--- src/source/amo_pkg.sv ---
//********************
// shared types for the RV64 atomic subsystem
// xlen is fixed at 64; only .W and .D sizes exist
//********************
package amo_pkg;

    // data and address width
    localparam int xlen = 64;

    // funct5 encodings of the A extension
    typedef enum logic [4:0] {
        amo_add  = 5'b00000,
        amo_swap = 5'b00001,
        amo_lr   = 5'b00010,
        amo_sc   = 5'b00011,
        amo_xor  = 5'b00100,
        amo_or   = 5'b01000,
        amo_and  = 5'b01100,
        amo_min  = 5'b10000,
        amo_max  = 5'b10100,
        amo_minu = 5'b11000,
        amo_maxu = 5'b11100
    } amo_op_e;

    // funct3 encodings
    typedef enum logic [2:0] {
        size_w = 3'b010,
        size_d = 3'b011
    } amo_size_e;

    // one atomic request, 136 bits
    typedef struct packed {
        amo_op_e          op;
        amo_size_e        size;
        logic [xlen-1:0]  addr;
        logic [xlen-1:0]  src;
    } atomic_req_t;

    // request to the data memory, req held for the whole access
    typedef struct packed {
        logic             req;
        logic             we;
        logic [xlen-1:0]  addr;
        logic [xlen-1:0]  wdata;
        amo_size_e        size;
    } mem_req_t;

    // strobes to the reservation station
    typedef struct packed {
        logic             lr_valid;
        logic             sc_valid;
        logic [xlen-1:0]  addr;
    } rsv_req_t;

endpackage

--- src/source/reservation_station.sv ---
//********************
// one LR reservation, doubleword granule
// any completed write to the granule drops it
//********************
`timescale 1ns/1ps

module reservation_station (
    input  logic                clk,
    input  logic                reset,
    input  amo_pkg::rsv_req_t   rsv,
    input  amo_pkg::mem_req_t   mem,
    input  logic                mem_ready,
    output logic                sc_success
);

    logic                         rsv_valid;
    logic [amo_pkg::xlen-1:3]     rsv_granule;   // address bits above 2
    logic                         write_hit;

    // snooped write completing on the reserved granule
    assign write_hit = mem.req && mem.we && mem_ready &&
                       (mem.addr[amo_pkg::xlen-1:3] == rsv_granule);

    always_ff @(posedge clk or posedge reset) begin
        if (reset) begin
            rsv_valid <= 1'b0;
        end else if (rsv.lr_valid) begin
            rsv_valid <= 1'b1;
        end else if (rsv.sc_valid || write_hit) begin
            // SC consumes the reservation either way
            rsv_valid <= 1'b0;
        end
    end

    always_ff @(posedge clk) begin
        if (rsv.lr_valid) begin
            rsv_granule <= rsv.addr[amo_pkg::xlen-1:3];
        end
    end

    // combinational, sampled by the unit in the SC read ready cycle
    assign sc_success = rsv_valid && (rsv.addr[amo_pkg::xlen-1:3] == rsv_granule);

endmodule

--- config.mk ---
export PLATFORM = sky130hd
export DESIGN_NAME = reservation_station
export DESIGN_NICKNAME = d
export VERILOG_FILES = /design/src/source/amo_pkg.sv /design/src/source/reservation_station.sv
export SDC_FILE = /design/constraint.sdc
export NUM_CORES = 1
export LEC_CHECK = 0
export ABC_CLOCK_PERIOD_IN_PS = 3600
export BUFFER_PORTS_ARGS = -buffer_cell sky130_fd_sc_hd__buf_2
export CORE_MARGIN = 5
export CORE_UTILIZATION = 45
export DETAILED_ROUTE_END_ITERATION = 12
export PLACE_DENSITY = 0.86
export SYNTH_ARGS = -nofsm -noshare
export SYNTH_HDL_FRONTEND = slang
export SYNTH_SLANG_ARGS = --single-unit
--- constraint.sdc ---
create_clock -name clk -period 3.6 [get_ports clk]
set_input_delay 0.54 -clock clk [delete_from_list [all_inputs] [get_ports clk]]
set_output_delay 0.54 -clock clk [all_outputs]
set_load 0.01 [all_outputs]
==> summary.txt <==
Outcome
  • Outcome: finished clean

Critical path
  • Crit end category: output pin
  • Worst EP required: roughly 3.1 ns
  • Crit Path Class: reg2out
  • Biggest fanout along the worst timing path: 2
  • Critical path arrival: approximately 2.2 ns
  • Startpoint Class: flip-flop

Min path
  • Hold Crit Class: in2async

Timing
  • Number of setup violations in the final report: 0
  • Final min period: between 2 and 3 ns
  • Final Skew: roughly 0.0047 ns
  • Slew @ Worst Pin: a little under 0.9 ns
  • Setup TNS: 0 ns
  • Max-slew violation count: 0
  • Relative slew slack: 0.423
  • RSZ-0062 raised after global routing: false
  • Final Hold Fails: 0
  • FMAX: approximately 0.37 GHz
  • Final period util: 0.752

Floorplanning
  • Die height: ~95 microns
  • Core Region: between 7000 and 8000 sq um
  • Chip Width: ~95 microns
  • Die ar.: around 9100 sq um
  • Row count: 31
  • Starting Density: 0.456
  • Top Ports: around 200

Global route
  • Initial antenna violation count: 1
  • First-pass GRT wire length: approximately 13000 microns
  • Largest net degree at the start of global routing: 39
  • Vias in the first global route: roughly 2600
  • Total congestion overflow: 0
  • GRT Total Usage: 0.196

Finish
  • Fin nets: 591
  • Layout cell share with drive strength beyond 1: 0.373
  • Antenna diode count: 0
  • Post-route design area: 4260 sq um
  • Layout area overhead: 30.2%

Detailed routing
  • Via count: 2419
  • Max layer used: met5
  • Met2 Wirelength: ~4100 microns
  • TritonRoute pass-1 iters: 4
  • Drc violations: 0
  • Vias per std cell: approximately 4.9
  • Initial DRC count: 121
  • Post-route ant nets: 0
  • Drt total wl: just under 9000 microns
  • Wl on met1: about 3500 microns
  • Avg WL per Cell: approximately 18 microns
  • Routed met3 length: 892 microns

Placement
  • Hpwl dp: 7260 microns
  • Routability cong.: about 0.90
  • Input/output buffers: approximately 130
  • Placed Instance Area: ~4000 sq um

Clocking
  • H-tree depth: 3
  • Clk buf depth: 2
  • CTS tree: done
  • CTS clk-pin slew, worst paths: 0.06 ns
  • CTS root buf: clkbuf_8
  • Num CTS Buffers: 9
  • Hold buffer count at CTS: 0
  • Clock sink count: slightly above 60
  • Number of post-CTS setup repair buffers: 0
  • Post-cts resize count: 0
  • Clk_lat worst skew: roughly 0.33 ns

Power
  • Switching power share of the total: 0.240
  • Seq pwr share: 0.493
  • Switch Pwr: 0.445 mW
  • Static leakage: approximately 1.7 nW
  • Comb power frac: 0.157
  • Cell-internal power: between 1 and 1.5 mW
  • Cell Pwr Density: roughly 430 nW/um^2
  • Clk pwr share: 0.350
  • Total power: 1.85 mW
  • Maximum VDD drop: around 0.30 mV

Logic synthesis
  • Synth cell types: 18
  • XOR/XNOR share of the synthesized area: 0.284
  • Cells after synthesis: between 200 and 250
  • Biggest area consumer among synthesized cells: edfxtp_1
  • Syn nets: between 400 and 500
  • Synth Area in Compound Gates: 0.0367
  • Synth Area in Simple Gates: 0.0906
  • Synth warn: 0
  • Yosys top cell area share: 0.560
  • Largest family of logic cells by synthesized area: XOR/XNOR gates
  • Syn Std Cell Area: approximately 3300 sq um
  • Syn avg cell area: between 10 and 15 sq um
  • Register area share after synthesis: 0.567
  • Post-synthesis mux area share: 0
  • Post-Synth Adder-Cell Area: 0
  • Flip-flop and latch count after synthesis: 62
  • Dominant cells by area after synthesis: edfxtp_1 (56%), xnor2_1 (22%), xor2_1 (6.2%), nand4_1 (5.0%), inv_1 (2.2%)

Run
  • Max-cap violation count: 0
[power groups by stage]
stage          combinational (mW)  sequential, mW  clock [mW]
6_report                    0.290           0.912       0.647
5_1_grt                     0.318           0.919       0.686
4_1_cts                     0.293           0.912       0.656
3_5_place_dp                0.291           0.927           0
3_3_place_gp                0.284           0.923           0
2_1_floorplan               0.153           0.914           0
[final timing paths]
| check | cells after the start | slack [ns] | end | startpoint |
|---|---|---|---|---|
| worst max-delay path | 6 | 0.89 | sc_success | rsv_granule[30] |
| worst min-delay path | 2 | 0.04 | rsv_valid | reset |
| worst max register to register | 5 | 1.79 | rsv_valid | rsv_granule[18] |
| max in group asynchronous | 2 | 3.46 | rsv_valid | reset |
| worst min register to register | 1 | 0.53 | rsv_valid | rsv_valid |
| min in group clk | 1 | 0.40 | rsv_granule[12] | rsv[12] |
[metrics by stage]
stage,hold slack [ns],setup WS (ns),utilization,instances
5_1_grt,0.0448,0.754,0.594,493
3_3_place_gp,0.377,1.07,0.565,477
3_5_place_dp,0.386,1.05,0.565,477
6_report,0.0394,0.893,0.594,493
2_1_floorplan,0.269,1.54,-,247
4_1_cts,0.0335,0.862,0.594,493
[synth_stat cells]
library cell,instances
xnor2_1,83
edfxtp_1,61
nand4_1,26
xor2_1,23
inv_1,19
nor4_1,10
o22ai_1,5
a221oi_1,3
a22oi_1,3
nand2b_1,3
nor4_2,3
o2bb2ai_1,2
a31o_1,1
dfrtp_1,1
nor2b_1,1
nor4b_1,1
o2111ai_1,1
o21ai_0,1
[cell families after synthesis]
logic type,count (synthesis)
buffers and inverters,19
and+or+nand+nor,44
AOI/OAI and AO/OA,16
DFF,62
xor gates and xnor gates,106
[cell usage in the layout (no fill, tap or decap), drive strengths merged]
master	n
o21ai	1
xnor2	83
nor4	13
bufinv	2
nand4	26
nand2b	3
o2bb2ai	2
xor2	23
clkinv	3
buf	131
edfxtp	61
dfrtp	1
a31o	1
inv	19
o22ai	5
a22oi	3
a221oi	3
clkbuf	11
nor4b	1
nor2b	1
o2111ai	1
[sequential cells by signal, summed over array words and instances (netlist names)]
name and flops:
rsv_granule 61, rsv_valid 1
[critical path, stage by stage, from the launching register on]
cell	delay [ns]
edfxtp_1	0.45
xnor2_1	0.19
nand4_1	0.13
nor4_1	0.42
nand4_1	0.18
nor4_2	0.29
buf_2	0.18
[final cells by class]
| class | instances | area, sq um |
|---|---|---|
| multi-input combinational | 166 | 1350 |
| timing repair buffer | 131 | 661 |
| clock inverter | 5 | 73.8 |
| sequential | 62 | 1860 |
| tap | 99 | 124 |
| clock buffer | 11 | 131 |
| inverter | 19 | 71.3 |
| fill | 626 | 2910 |
[routing by layer]
layer | GRT usage | vias to the layer above
li1 | - | 1187
met1 | 0.252 | 1111
met2 | 0.316 | 106
met3 | 0.0616 | 13
met4 | 0.0577 | 2
met5 | 0 | -
No activity file was read; power rests on OpenSTA's default activity.
